$ cat src/design/isaPkg.sv
package isaPkg;

    localparam int WordW = 16;
    localparam int NumRegs = 4;
    localparam int RegW = $clog2(NumRegs);

    typedef enum logic [3:0] {
        OpBne   = 4'd0,
        OpBeq   = 4'd1,
        OpAdi   = 4'd4,
        OpLhi   = 4'd6,
        OpLwd   = 4'd7,
        OpSwd   = 4'd8,
        OpJmp   = 4'd9,
        OpRtype = 4'd15
    } opcodeE;

    typedef enum logic [5:0] {
        FnAdd = 6'd0,
        FnSub = 6'd1,
        FnAnd = 6'd2,
        FnOrr = 6'd3,
        FnWwd = 6'd28,
        FnHlt = 6'd29
    } funcE;

    typedef enum logic [2:0] {
        AluAdd,
        AluSub,
        AluAnd,
        AluOr,
        AluPassA,
        AluLhi
    } aluOpE;

    typedef struct packed {
        logic  regWrite;
        logic  memToReg;
        logic  memRead;
        logic  memWrite;
        logic  isBranch;
        logic  branchOnEqual;
        logic  aluSrcImm;
        aluOpE aluOp;
        logic  isWwd;
        logic  isHalt;
        logic  isJump;
        logic  usesRs;
        logic  usesRt;
    } ctrlT;

endpackage

$ cat src/design/pipePkg.sv
package pipePkg;

    // Operand source picked for execute
    typedef enum logic [1:0] {
        FwdNone,
        FwdMem,
        FwdWb
    } fwdSelE;

    typedef struct packed {
        logic [isaPkg::WordW-1:0] pcPlus1;
        logic [isaPkg::WordW-1:0] instr;
        logic                     valid;
    } ifIdT;

    typedef struct packed {
        isaPkg::ctrlT             ctrl;
        logic [isaPkg::WordW-1:0] pcPlus1;
        logic [isaPkg::WordW-1:0] readA;
        logic [isaPkg::WordW-1:0] readB;
        logic [isaPkg::RegW-1:0]  rs;
        logic [isaPkg::RegW-1:0]  rt;
        logic [isaPkg::RegW-1:0]  dest;
        logic [isaPkg::WordW-1:0] imm;
        logic                     valid;
    } idExT;

    typedef struct packed {
        isaPkg::ctrlT             ctrl;
        logic [isaPkg::WordW-1:0] aluResult;
        logic [isaPkg::WordW-1:0] storeData;
        logic [isaPkg::RegW-1:0]  dest;
        logic                     valid;
    } exMemT;

    typedef struct packed {
        isaPkg::ctrlT             ctrl;
        logic [isaPkg::WordW-1:0] aluResult;
        logic [isaPkg::WordW-1:0] loadData;
        logic [isaPkg::RegW-1:0]  dest;
        logic                     valid;
    } memWbT;

endpackage

$ cat src/design/controlUnit.sv
`timescale 1ns/1ns

module controlUnit (
    input  logic [isaPkg::WordW-1:0] instr,
    input  logic                     valid,
    output isaPkg::ctrlT             ctrl
);
    import isaPkg::*;

    always_comb begin
        ctrl = '0;
        if (valid) begin
            case (opcodeE'(instr[15:12]))
                OpRtype: begin
                    case (funcE'(instr[5:0]))
                        FnAdd, FnSub, FnAnd, FnOrr: begin
                            ctrl.regWrite = 1'b1;
                            ctrl.usesRs = 1'b1;
                            ctrl.usesRt = 1'b1;
                            case (funcE'(instr[5:0]))
                                FnSub: ctrl.aluOp = AluSub;
                                FnAnd: ctrl.aluOp = AluAnd;
                                FnOrr: ctrl.aluOp = AluOr;
                                default: ctrl.aluOp = AluAdd;
                            endcase
                        end
                        FnWwd: begin
                            ctrl.isWwd = 1'b1;
                            ctrl.aluOp = AluPassA;
                            ctrl.usesRs = 1'b1;
                        end
                        FnHlt: ctrl.isHalt = 1'b1;
                        default: ctrl = '0;
                    endcase
                end
                OpAdi: begin
                    ctrl.regWrite = 1'b1;
                    ctrl.aluSrcImm = 1'b1;
                    ctrl.usesRs = 1'b1;
                end
                OpLhi: begin
                    ctrl.regWrite = 1'b1;
                    ctrl.aluOp = AluLhi;
                end
                OpLwd: begin
                    ctrl.regWrite = 1'b1;
                    ctrl.memToReg = 1'b1;
                    ctrl.memRead = 1'b1;
                    ctrl.aluSrcImm = 1'b1;
                    ctrl.usesRs = 1'b1;
                end
                OpSwd: begin
                    ctrl.memWrite = 1'b1;
                    ctrl.aluSrcImm = 1'b1;
                    ctrl.usesRs = 1'b1;
                    ctrl.usesRt = 1'b1;
                end
                OpBne, OpBeq: begin
                    ctrl.isBranch = 1'b1;
                    ctrl.branchOnEqual = (opcodeE'(instr[15:12]) == OpBeq);
                    ctrl.aluOp = AluSub;
                    ctrl.usesRs = 1'b1;
                    ctrl.usesRt = 1'b1;
                end
                OpJmp: ctrl.isJump = 1'b1;
                default: ctrl = '0;
            endcase
        end
    end

endmodule

$ cat src/design/regFile.sv
`timescale 1ns/1ns

module regFile (
    input  logic                     Clk,
    input  logic                     rst,
    input  logic [isaPkg::RegW-1:0]  readAddrA,
    input  logic [isaPkg::RegW-1:0]  readAddrB,
    input  logic [isaPkg::RegW-1:0]  writeAddr,
    input  logic [isaPkg::WordW-1:0] writeData,
    input  logic                     writeEnable,
    output logic [isaPkg::WordW-1:0] readDataA,
    output logic [isaPkg::WordW-1:0] readDataB
);
    import isaPkg::*;

    logic [WordW-1:0] regs [NumRegs];

    always_ff @(posedge Clk) begin
        if (rst) begin
            regs <= '{default: '0};
        end else if (writeEnable) begin
            regs[writeAddr] <= writeData;
        end
    end

    // Write-through so decode reads the value retiring this cycle
    assign readDataA = (writeEnable && writeAddr == readAddrA) ? writeData : regs[readAddrA];
    assign readDataB = (writeEnable && writeAddr == readAddrB) ? writeData : regs[readAddrB];

endmodule

$ cat src/design/alu.sv
`timescale 1ns/1ns

module alu (
    input  logic [isaPkg::WordW-1:0] operandA,
    input  logic [isaPkg::WordW-1:0] operandB,
    input  logic [isaPkg::WordW-1:0] imm,
    input  isaPkg::aluOpE            aluOp,
    output logic [isaPkg::WordW-1:0] result,
    output logic                     zero
);
    import isaPkg::*;

    localparam int HalfW = WordW / 2;

    always_comb begin
        case (aluOp)
            AluAdd: result = operandA + operandB;
            AluSub: result = operandA - operandB;
            AluAnd: result = operandA & operandB;
            AluOr: result = operandA | operandB;
            AluPassA: result = operandA;
            // Low byte of the immediate moves to the high byte
            AluLhi: result = {imm[HalfW-1:0], {HalfW{1'b0}}};
            default: result = '0;
        endcase
    end

    // Branch compare uses the subtract result
    assign zero = (result == '0);

endmodule

$ cat src/design/hazardUnit.sv
`timescale 1ns/1ns

module hazardUnit (
    input  logic                    [isaPkg::RegW-1:0] idRs,
    input  logic                    [isaPkg::RegW-1:0] idRt,
    input  logic                    [isaPkg::RegW-1:0] exRs,
    input  logic                    [isaPkg::RegW-1:0] exRt,
    input  logic                    idUsesRs,
    input  logic                    idUsesRt,
    input  logic                    exUsesRs,
    input  logic                    exUsesRt,
    input  logic                    exIsLoad,
    input  logic [isaPkg::RegW-1:0] exDest,
    input  logic [isaPkg::RegW-1:0] memDest,
    input  logic [isaPkg::RegW-1:0] wbDest,
    input  logic                    memRegWrite,
    input  logic                    wbRegWrite,
    output pipePkg::fwdSelE         fwdA,
    output pipePkg::fwdSelE         fwdB,
    output logic                    stall
);
    import isaPkg::*;
    import pipePkg::*;

    // Youngest writer wins, so memory is checked before write-back
    function automatic fwdSelE pickSource(input logic uses, input logic [RegW-1:0] src);
        if (uses && memRegWrite && memDest == src) begin
            return FwdMem;
        end else if (uses && wbRegWrite && wbDest == src) begin
            return FwdWb;
        end
        return FwdNone;
    endfunction

    assign fwdA = pickSource(exUsesRs, exRs);
    assign fwdB = pickSource(exUsesRt, exRt);

    // Load data only exists after memory, one bubble covers the gap
    assign stall = exIsLoad && ((idUsesRs && idRs == exDest) || (idUsesRt && idRt == exDest));

endmodule

$ cat src/design/datapath.sv
`timescale 1ns/1ns

module datapath (
    input  logic                     Clk,
    input  logic                     rst,
    output logic [isaPkg::WordW-1:0] idInstr,
    output logic                     idValid,
    input  isaPkg::ctrlT             idCtrl,
    output logic [isaPkg::WordW-1:0] instAddr,
    output logic                     instRead,
    input  logic [isaPkg::WordW-1:0] instData,
    output logic [isaPkg::WordW-1:0] dataAddr,
    output logic                     dataRead,
    output logic                     dataWrite,
    output logic [isaPkg::WordW-1:0] dataWriteValue,
    input  logic [isaPkg::WordW-1:0] dataReadValue,
    output logic [isaPkg::WordW-1:0] outputPort,
    output logic                     outputValid,
    output logic [isaPkg::WordW-1:0] numInst,
    output logic                     halted
);
    import isaPkg::*;
    import pipePkg::*;

    logic [WordW-1:0] pc;
    logic [WordW-1:0] pcPlus1;
    logic [WordW-1:0] nextPc;
    ifIdT ifId;
    idExT idEx;
    exMemT exMem;
    memWbT memWb;

    logic [RegW-1:0] idDest;
    logic [WordW-1:0] idReadA;
    logic [WordW-1:0] idReadB;
    logic [WordW-1:0] idImm;
    fwdSelE fwdA;
    fwdSelE fwdB;
    logic stall;
    logic [WordW-1:0] opA;
    logic [WordW-1:0] opBReg;
    logic [WordW-1:0] aluResult;
    logic aluZero;
    logic [WordW-1:0] wbData;
    logic memRegWrite;
    logic wbRegWrite;
    logic branchTaken;
    logic haltNow;

    assign idInstr = ifId.instr;
    assign idValid = ifId.valid;
    // R-type writes rd, the immediate forms write rt
    assign idDest = (opcodeE'(ifId.instr[15:12]) == OpRtype) ? ifId.instr[7:6] : ifId.instr[9:8];
    assign idImm = {{(WordW - 8){ifId.instr[7]}}, ifId.instr[7:0]};

    assign memRegWrite = exMem.valid & exMem.ctrl.regWrite;
    assign wbRegWrite = memWb.valid & memWb.ctrl.regWrite;
    assign wbData = memWb.ctrl.memToReg ? memWb.loadData : memWb.aluResult;
    assign haltNow = memWb.valid & memWb.ctrl.isHalt;

    regFile uRegFile (
        .Clk        (Clk),
        .rst        (rst),
        .readAddrA  (ifId.instr[11:10]),
        .readAddrB  (ifId.instr[9:8]),
        .writeAddr  (memWb.dest),
        .writeData  (wbData),
        .writeEnable(wbRegWrite),
        .readDataA  (idReadA),
        .readDataB  (idReadB)
    );

    hazardUnit uHazard (
        .idRs       (ifId.instr[11:10]),
        .idRt       (ifId.instr[9:8]),
        .exRs       (idEx.rs),
        .exRt       (idEx.rt),
        .idUsesRs   (idCtrl.usesRs),
        .idUsesRt   (idCtrl.usesRt),
        .exUsesRs   (idEx.ctrl.usesRs),
        .exUsesRt   (idEx.ctrl.usesRt),
        .exIsLoad   (idEx.valid & idEx.ctrl.memRead),
        .exDest     (idEx.dest),
        .memDest    (exMem.dest),
        .wbDest     (memWb.dest),
        .memRegWrite(memRegWrite),
        .wbRegWrite (wbRegWrite),
        .fwdA       (fwdA),
        .fwdB       (fwdB),
        .stall      (stall)
    );

    always_comb begin
        case (fwdA)
            FwdMem: opA = exMem.aluResult;
            FwdWb: opA = wbData;
            default: opA = idEx.readA;
        endcase
        case (fwdB)
            FwdMem: opBReg = exMem.aluResult;
            FwdWb: opBReg = wbData;
            default: opBReg = idEx.readB;
        endcase
    end

    alu uAlu (
        .operandA(opA),
        .operandB(idEx.ctrl.aluSrcImm ? idEx.imm : opBReg),
        .imm     (idEx.imm),
        .aluOp   (idEx.ctrl.aluOp),
        .result  (aluResult),
        .zero    (aluZero)
    );

    assign branchTaken = idEx.valid & idEx.ctrl.isBranch
                       & (idEx.ctrl.branchOnEqual ? aluZero : ~aluZero);

    assign pcPlus1 = pc + WordW'(1);
    always_comb begin
        if (stall) begin
            nextPc = pc;
        end else if (branchTaken) begin
            nextPc = idEx.pcPlus1 + idEx.imm;
        end else if (idCtrl.isJump) begin
            nextPc = {ifId.pcPlus1[WordW-1:12], ifId.instr[11:0]};
        end else begin
            nextPc = pcPlus1;
        end
    end

    assign instAddr = pc;
    assign instRead = ~halted;
    assign dataAddr = exMem.aluResult;
    assign dataRead = exMem.valid & exMem.ctrl.memRead;
    // A store younger than the retiring HLT is dropped
    assign dataWrite = exMem.valid & exMem.ctrl.memWrite & ~haltNow;
    assign dataWriteValue = exMem.storeData;

    always_ff @(posedge Clk) begin
        if (rst) begin
            pc <= '0;
            ifId <= '0;
            idEx <= '0;
            exMem <= '0;
            memWb <= '0;
            halted <= 1'b0;
        end else if (halted || haltNow) begin
            ifId <= '0;
            idEx <= '0;
            exMem <= '0;
            memWb <= '0;
            halted <= 1'b1;
        end else begin
            pc <= nextPc;
            if (!stall) begin
                if (branchTaken || idCtrl.isJump) begin
                    ifId <= '0;
                end else begin
                    ifId <= '{pcPlus1: pcPlus1, instr: instData, valid: 1'b1};
                end
            end
            if (stall || branchTaken) begin
                idEx <= '0;
            end else begin
                idEx <= '{ctrl: idCtrl, pcPlus1: ifId.pcPlus1, readA: idReadA,
                          readB: idReadB, rs: ifId.instr[11:10], rt: ifId.instr[9:8],
                          dest: idDest, imm: idImm, valid: ifId.valid};
            end
            exMem <= '{ctrl: idEx.ctrl, aluResult: aluResult, storeData: opBReg,
                       dest: idEx.dest, valid: idEx.valid};
            memWb <= '{ctrl: exMem.ctrl, aluResult: exMem.aluResult,
                       loadData: dataReadValue, dest: exMem.dest, valid: exMem.valid};
        end
    end

    // Retire counter and output strobe
    always_ff @(posedge Clk) begin
        if (rst) begin
            numInst <= '0;
            outputValid <= 1'b0;
        end else begin
            outputValid <= memWb.valid & memWb.ctrl.isWwd;
            if (memWb.valid) begin
                numInst <= numInst + WordW'(1);
            end
        end
    end

    always_ff @(posedge Clk) begin
        if (memWb.valid && memWb.ctrl.isWwd) begin
            outputPort <= memWb.aluResult;
        end
    end

endmodule

$ cat src/design/cpuTop.sv
`timescale 1ns/1ns

module cpuTop (
    input  logic                     Clk,
    input  logic                     rst,
    output logic [isaPkg::WordW-1:0] instAddr,
    output logic                     instRead,
    input  logic [isaPkg::WordW-1:0] instData,
    output logic [isaPkg::WordW-1:0] dataAddr,
    output logic                     dataRead,
    output logic                     dataWrite,
    output logic [isaPkg::WordW-1:0] dataWriteValue,
    input  logic [isaPkg::WordW-1:0] dataReadValue,
    output logic [isaPkg::WordW-1:0] outputPort,
    output logic                     outputValid,
    output logic [isaPkg::WordW-1:0] numInst,
    output logic                     halted
);
    import isaPkg::*;

    logic [WordW-1:0] idInstr;
    logic idValid;
    ctrlT idCtrl;

    controlUnit uControl (
        .instr(idInstr),
        .valid(idValid),
        .ctrl (idCtrl)
    );

    datapath uDatapath (
        .Clk           (Clk),
        .rst           (rst),
        .idInstr       (idInstr),
        .idValid       (idValid),
        .idCtrl        (idCtrl),
        .instAddr      (instAddr),
        .instRead      (instRead),
        .instData      (instData),
        .dataAddr      (dataAddr),
        .dataRead      (dataRead),
        .dataWrite     (dataWrite),
        .dataWriteValue(dataWriteValue),
        .dataReadValue (dataReadValue),
        .outputPort    (outputPort),
        .outputValid   (outputValid),
        .numInst       (numInst),
        .halted        (halted)
    );

endmodule

$ cat config.mk
export PLATFORM = sky130hd
export DESIGN_NAME = cpuTop
export DESIGN_NICKNAME = d
export VERILOG_FILES = /design/src/design/isaPkg.sv /design/src/design/pipePkg.sv /design/src/design/controlUnit.sv /design/src/design/regFile.sv /design/src/design/alu.sv /design/src/design/hazardUnit.sv /design/src/design/datapath.sv /design/src/design/cpuTop.sv
export SDC_FILE = /design/constraint.sdc
export NUM_CORES = 1
export LEC_CHECK = 0
export CELL_PAD_IN_SITES_DETAIL_PLACEMENT = 1
export CELL_PAD_IN_SITES_GLOBAL_PLACEMENT = 1
export CORE_MARGIN = 2
export CORE_UTILIZATION = 31
export CTS_BUF_LIST = sky130_fd_sc_hd__clkbuf_16
export CTS_CLUSTER_SIZE = 40
export DETAILED_ROUTE_END_ITERATION = 8
export DONT_BUFFER_PORTS = 1
export PLACE_DENSITY_LB_ADDON = 0.05
export SYNTH_ARGS = -nofsm -noshare
export SYNTH_HDL_FRONTEND = slang
export SYNTH_SLANG_ARGS = --single-unit
$ cat constraint.sdc
create_clock -name Clk -period 6.6 [get_ports Clk]
set_clock_uncertainty 0.15 [all_clocks]
set_input_delay 1.65 -clock Clk [delete_from_list [all_inputs] [get_ports Clk]]
set_output_delay 1.65 -clock Clk [all_outputs]
set_load 0.1 [all_outputs]
Word-level counts from Yosys, hierarchy flattened --
Index checks and enable logic that the tools add are counted.
Storage, ports and cells: logic and storage cells 194, bits in registers 304
Cells by class: bitwise operators 23, muxes and demuxes 47, reductions and logical operators 36, magnitude comparators 4, equality and inequality tests 29, add/sub/neg operators 5
Operators with widths (count):
- $mux 16 | 11
- $pmux 16 s6 | 1
- $bmux 16 s2 | 2
- $bwmux 64 | 1
- $pmux 16 s2 | 2
- $mux 33 | 1
- $add 16x1->16 const B | 2
- $add 16x16->16 | 2
- $demux 16 s2 | 1
- $reduce_or 5->1 | 4
- $mux 2 | 9
- $and 16x16->16 | 1
- $eq 2x2->1 | 8
- $logic_not 16->1 | 1
- $or 16x16->16 | 1
- $sub 16x16->16 | 1
- $logic_and 1x1->1 | 15
- $eq 4x3->1 const B | 3
- $eq 4x4->1 const B | 3
- $eq 6x2->1 const B | 2
- $eq 6x5->1 const B | 2
- $mux 1 | 12
- $reduce_or 3->1 | 4
- $and 1x1->1 | 10
- other kinds (23) | 45

Logic depth before layout (Yosys ltp) --
depth after elaboration 17, gate-level depth with buffers 28, depth with buffers taken out 23

Cells and area by module --
A second synthesis with hierarchy kept.
Unflattened totals: cells, all modules 1775, area, all modules 15905.3 um^2
By module, submodules not included:
- datapath | area each 9927.0 um^2, sequential area each 4964.8 um^2, cells an instance 1080, instances 1
- regFile | area each 3616.0 um^2, sequential area each 1281.2 um^2, cells an instance 366, instances 1
- alu | area each 1864.3 um^2, sequential area each 0.0 um^2, cells an instance 258, instances 1
- controlUnit | area each 311.5 um^2, sequential area each 0.0 um^2, cells an instance 46, instances 1
- hazardUnit | area each 186.4 um^2, sequential area each 0.0 um^2, cells an instance 25, instances 1

Worst setup path before layout --
OpenSTA, ideal clock, no wires.
kind register -> register, from register uDatapath.memWb[48] in the netlist's numbering, to register uDatapath.pc[11] (netlist: uDatapath.instAddr[11]), cell stages (with the launch flop) 28, data arrival time 5.393 ns, library setup time 0.080 ns, slack 0.977 ns, path through dfxtp_1 buf_6 buf_6 buf_6 mux2i_2 nand4_1 o21ai_0 o21a_1 inv_1 nor2_1 and3_1 o2111ai_1 nand2_1 xnor2_1 ha_1 nor2_1 or3_1 a211oi_1 nor2_1 xnor2_1 a221o_1 a211oi_1 nand4_1 a2111oi_4 mux2i_4 buf_6 mux2_4 a211oi_2
On the way: cells in the longest elaborated chain, start to end 10
RTL lines:
- start, declared | RTL line datapath.sv:31 | memWbT memWb;
- start signal, assigned | RTL line datapath.sv:171 | memWb <= '{ctrl: exMem.ctrl, aluResult: exMem.aluResult,
- $mux 16 (*) | RTL line datapath.sv:58 | assign wbData = memWb.ctrl.memToReg ? memWb.loadData : memWb.aluResult;
- $pmux 16 s2 | RTL line datapath.sv:99 | case (fwdB)
- $mux 16 | RTL line datapath.sv:108 | .operandB(idEx.ctrl.aluSrcImm ? idEx.imm : opBReg),
- $sub 16x16->16, or another cell as far along | RTL line alu.sv:18 | AluSub: result = operandA - operandB;
- $pmux 16 s6 (*) | RTL line alu.sv:16 | case (aluOp)
- $logic_not 16->1 (*) | RTL line alu.sv:29 | assign zero = (result == '0);
- $not 1->1 | RTL line datapath.sv:116 | & (idEx.ctrl.branchOnEqual ? aluZero : ~aluZero);
- $mux 1 (*) | RTL line datapath.sv:116
- $and 1x1->1 (*) | RTL line datapath.sv:116
- $mux 16 (*) | RTL line datapath.sv:122 | end else if (branchTaken) begin
- end signal, assigned | RTL line datapath.sv:154 | pc <= nextPc;
- end, declared | RTL line datapath.sv:25 | logic [WordW-1:0] pc;
Mark *: on every way between the ends. The rest lies on a longest branch, timed or not. A chain may end at the register's enable or synchronous reset.

Worst setup path after layout --
from register uDatapath.memWb[2] in the netlist's numbering, to register uDatapath.pc[6] (netlist: uDatapath.instAddr[6])
On the way: cells in the longest elaborated chain, start to end 15
RTL lines:
- $eq 2x2->1 | RTL line hazardUnit.sv:29 | end else if (uses && wbRegWrite && wbDest == src) begin
- $logic_and 1x1->1 | RTL line hazardUnit.sv:29
- $mux 1 | RTL line hazardUnit.sv:29
- $mux 1 | RTL line hazardUnit.sv:27 | if (uses && memRegWrite && memDest == src) begin
- $mux 2 | RTL line hazardUnit.sv:32 | return FwdNone;
- $eq 2x2->1 / $eq 2x1->1 (equally long branches) | RTL line datapath.sv:99
- $pmux 16 s2 | RTL line datapath.sv:99
- $mux 16 | RTL line datapath.sv:108
- $sub 16x16->16, or another cell as far along | RTL line alu.sv:18
- $pmux 16 s6 (*) | RTL line alu.sv:16
- $logic_not 16->1 (*) | RTL line alu.sv:29
- $not 1->1 | RTL line datapath.sv:116
- $mux 1 (*) | RTL line datapath.sv:116
- $and 1x1->1 (*) | RTL line datapath.sv:116
- $mux 16 (*) | RTL line datapath.sv:122
Marked as above.

==> impl_metrics.csv <==
group,metric,value,unit
layout,area_growth_syn_to_layout,13.7,%
drt,post_drt_wl_per_cell,24.7,µm
yosys,ys_types,92,
global_route,grt_pass1_vias,13170,
yosys,yosys.area.top_type,"dfxtp_1",
sta,post-route-min-period,6280,ps
layout,final_common_cell,"dfxtp_1",
cts,cts_tree,"done",
yosys,syn-cell-area,15500,µm²
sta,rsz0062_at_grt,"false",
cts,cts-root-buf,"clkbuf_16",
run_status,status,"finished, final reports clean",
cts,clk_latency,560,ps
floorplanning,coreArea,49200,µm²
global_route,gr-total-overflow,0,
cts,clkTransAtPathRegs,60,ps
cts,htree_levels,2,
global_route,grt_usage,22.6,%
yosys,avgSynthCellArea,9.23,µm²
critical_path,cp-end-kind,"flop",
floorplanning,die-area,51800,µm²
yosys,synthCells,1679,
job,maxCapViolCount,0,
yosys,synth_seq_cells,302,
sta,setup_viol,0,
cts,clk_path_buf_depth,3,
critical_path,arrival,6580,ps
critical_path,startpoint_type,"flop",
sta,fmax,159,MHz
critical_path,worst-endpoint-required,6910,ps
global_route,grt_max_degree,105,
hold_path,hold_path_class,"reg2reg",
power,vdd.ir_drop.worst,0.136,mV
floorplanning,die_h,228,µm
yosys,async_flop_share,0,%
sta,worst_slew_pin_slew,1270,ps
critical_path,critPathKind,"reg2reg",
layout,layout-drive-gt1-share,14.9,%
drt,drcViolationCount,0,
drt,drt-pass1-iter-count,5,
yosys,ys.flop_type,"dfxtp_1",
power,power.leakage,0.00661,µW
yosys,synth_top_area_share,36.9,%
power,total_power,4650,µW
floorplanning,fp.dieW,228,µm
critical_path,path_max_fanout,14,
placement,gp_congestion,0.853,
yosys,synth_edf_count,16,
yosys,ys_top_cells_by_area,"dfxtp_1 37%, nor2_1 5.4%, mux4_2 4.6%, and2_1 3.8%, a211oi_1 3.7%",
drt,drt_iter0_drc,790,
sta,fin_tns_setup,0,ps
floorplanning,rows,81,
layout,reg.largest.list,"uDatapath.idEx: 76 flops, uDatapath.uRegFile.regs: 64 flops, uDatapath.memWb: 39 flops",
power,powerDensity,263,nW/µm²
floorplanning,initial_core_util,31.5,%
global_route,grt_pass1_wl,87.2,mm
drt,vias,12796,
drt,wl,58.5,mm
placement,place.port_buffers,0,
yosys,yosys_warnings,0,
yosys,syn-num-nets,1750,
layout,final_cell_mix,"285 x dfxtp_1, 224 x nor2_1, 99 x buf_4, 94 x and2_1, 80 x a21oi_1",
drt,antenna_left,0,
layout,utilization,35.9,%
cts,numClockSinks,302,
sta,final_hold_viol_count,0,
sta,slew_headroom,12.6,%
layout,largest_reg_flops,76,
floorplanning,pin_count,119,
critical_path,r2r_slack,320,ps
layout,nets,1749,
sta,fin_crit_sh,95.1,%
sta,slew_violations,0,
yosys,seq_area_frac_synth,40.0,%
cts,cts_buffers,38,
placement,dp_hpwl,42.9,mm
global_route,antenna_found_initial,1,
layout,largest-register,"uDatapath.idEx",
drt,avgViaCountPerCell,5.41,
==> path summary, 6_finish.rpt <==
kind                                  start                                  to  cells past startpoint
min reg2reg  uDatapath.exMem[39]$_SDFF_PP0_      uDatapath.memWb[39]$_SDFF_PP0_                      1
max reg2reg   uDatapath.memWb[2]$_SDFF_PP0_  uDatapath.instAddr[6]$_SDFFE_PP0P_                     22
max           uDatapath.memWb[2]$_SDFF_PP0_  uDatapath.instAddr[6]$_SDFFE_PP0P_                     22
min          uDatapath.exMem[39]$_SDFF_PP0_      uDatapath.memWb[39]$_SDFF_PP0_                      1
==> area by class of cell <==
cell class	instances	area (µm²)
tap	664	831
clock buffer	39	976
multi-input combinational	1197	8450
inverter	32	120
clock inverter	25	153
fill	5611	31500
sequential	302	6210
antenna	1	2.50
timing repair buffer	107	886
==> where the power goes <==
| part | switching [µW] | leakage (µW) | internal [µW] |
|---|---|---|---|
| clock network | 852 | 0.000574 | 1110 |
| logic | 482 | 0.00356 | 223 |
| registers | 83.2 | 0.00247 | 1900 |
==> synthesized netlist by cell type, types with 6 or more instances <==
master and number:
inv_1 31, xor2_1 37, nor2b_1 12, clkbuf_1 80
mux4_2 32, o211ai_1 8, or3_1 7, a211o_1 6
nand2b_1 9, a22o_1 32, xnor2_1 44, o21ai_1 8
ha_1 35, buf_1 11, nand4_1 30, nor3_1 22
o31ai_1 17, a31oi_1 30, nor2_1 225, and4_1 9
o21ai_0 41, mux2_2 9, mux2i_1 28, a21boi_0 6
buf_4 36, nor4_1 47, dfxtp_1 286, nand3_1 23
o21a_1 17, a21o_1 8, nand2_1 71, a211oi_1 77
buf_2 10, a21oi_1 81, edfxtp_1 16, buf_6 11
and3_1 25, and2_1 94
==> worst max-delay path: stages (launching register included) <==
cell and delay (ps):
dfxtp_1 440, buf_4 240, xor2_1 460, nor3_2 150, mux2i_1 180, o21ai_1 160
inv_1 140, ha_1 190, inv_1 70, fa_1 460, a21o_1 220, nand4_1 120
and3_1 210, o21bai_1 160, o311a_1 330, a2111o_1 370, a221oi_1 390, nand4_1 260
a2111oi_4 330, mux2i_4 340, buf_6 230, mux2_2 350, a211oi_1 230
==> metal layers <==
layer  global-route usage, %  part of all wire, %  wire (µm)
met5                       0                    0          0
met4                    5.88                  2.3       1340
met3                    3.42                  4.2       2430
met2                    37.3                   46      27000
met1                    31.0                   47      27800
==> repair_timing <==
action | 4_1_cts | 5_1_grt
setup buffers | 0 | 4
hold buffers | 0 | 0
endpoints found under the setup margin | 0 | 125
gates resized for setup | 0 | 9
==> kinds of logic after synthesis <==
logic type	count (synthesis)	synth area share, %
AND/OR/NAND/NOR	600	19.7
AO/OA/AOI/OAI	389	17.8
flip-flops	302	40.0
buffers and inverters	181	5.88
XOR/XNOR	85	5.00
multiplexers	80	8.18
adder cells (fa/ha/maj)	42	3.41
==> per-stage QoR <==
stage	setup slack (ps)	area, µm²	std cells	hold slack, ps
after detailed placement	125	16400	2297	271
after global routing	14.6	17600	2366	305
after floorplan	977	15500	1679	256
after CTS	86.9	17500	2361	288
final	322	17600	2367	283
after global placement	261	16400	2297	259
No activity file was read; power rests on OpenSTA's default activity.
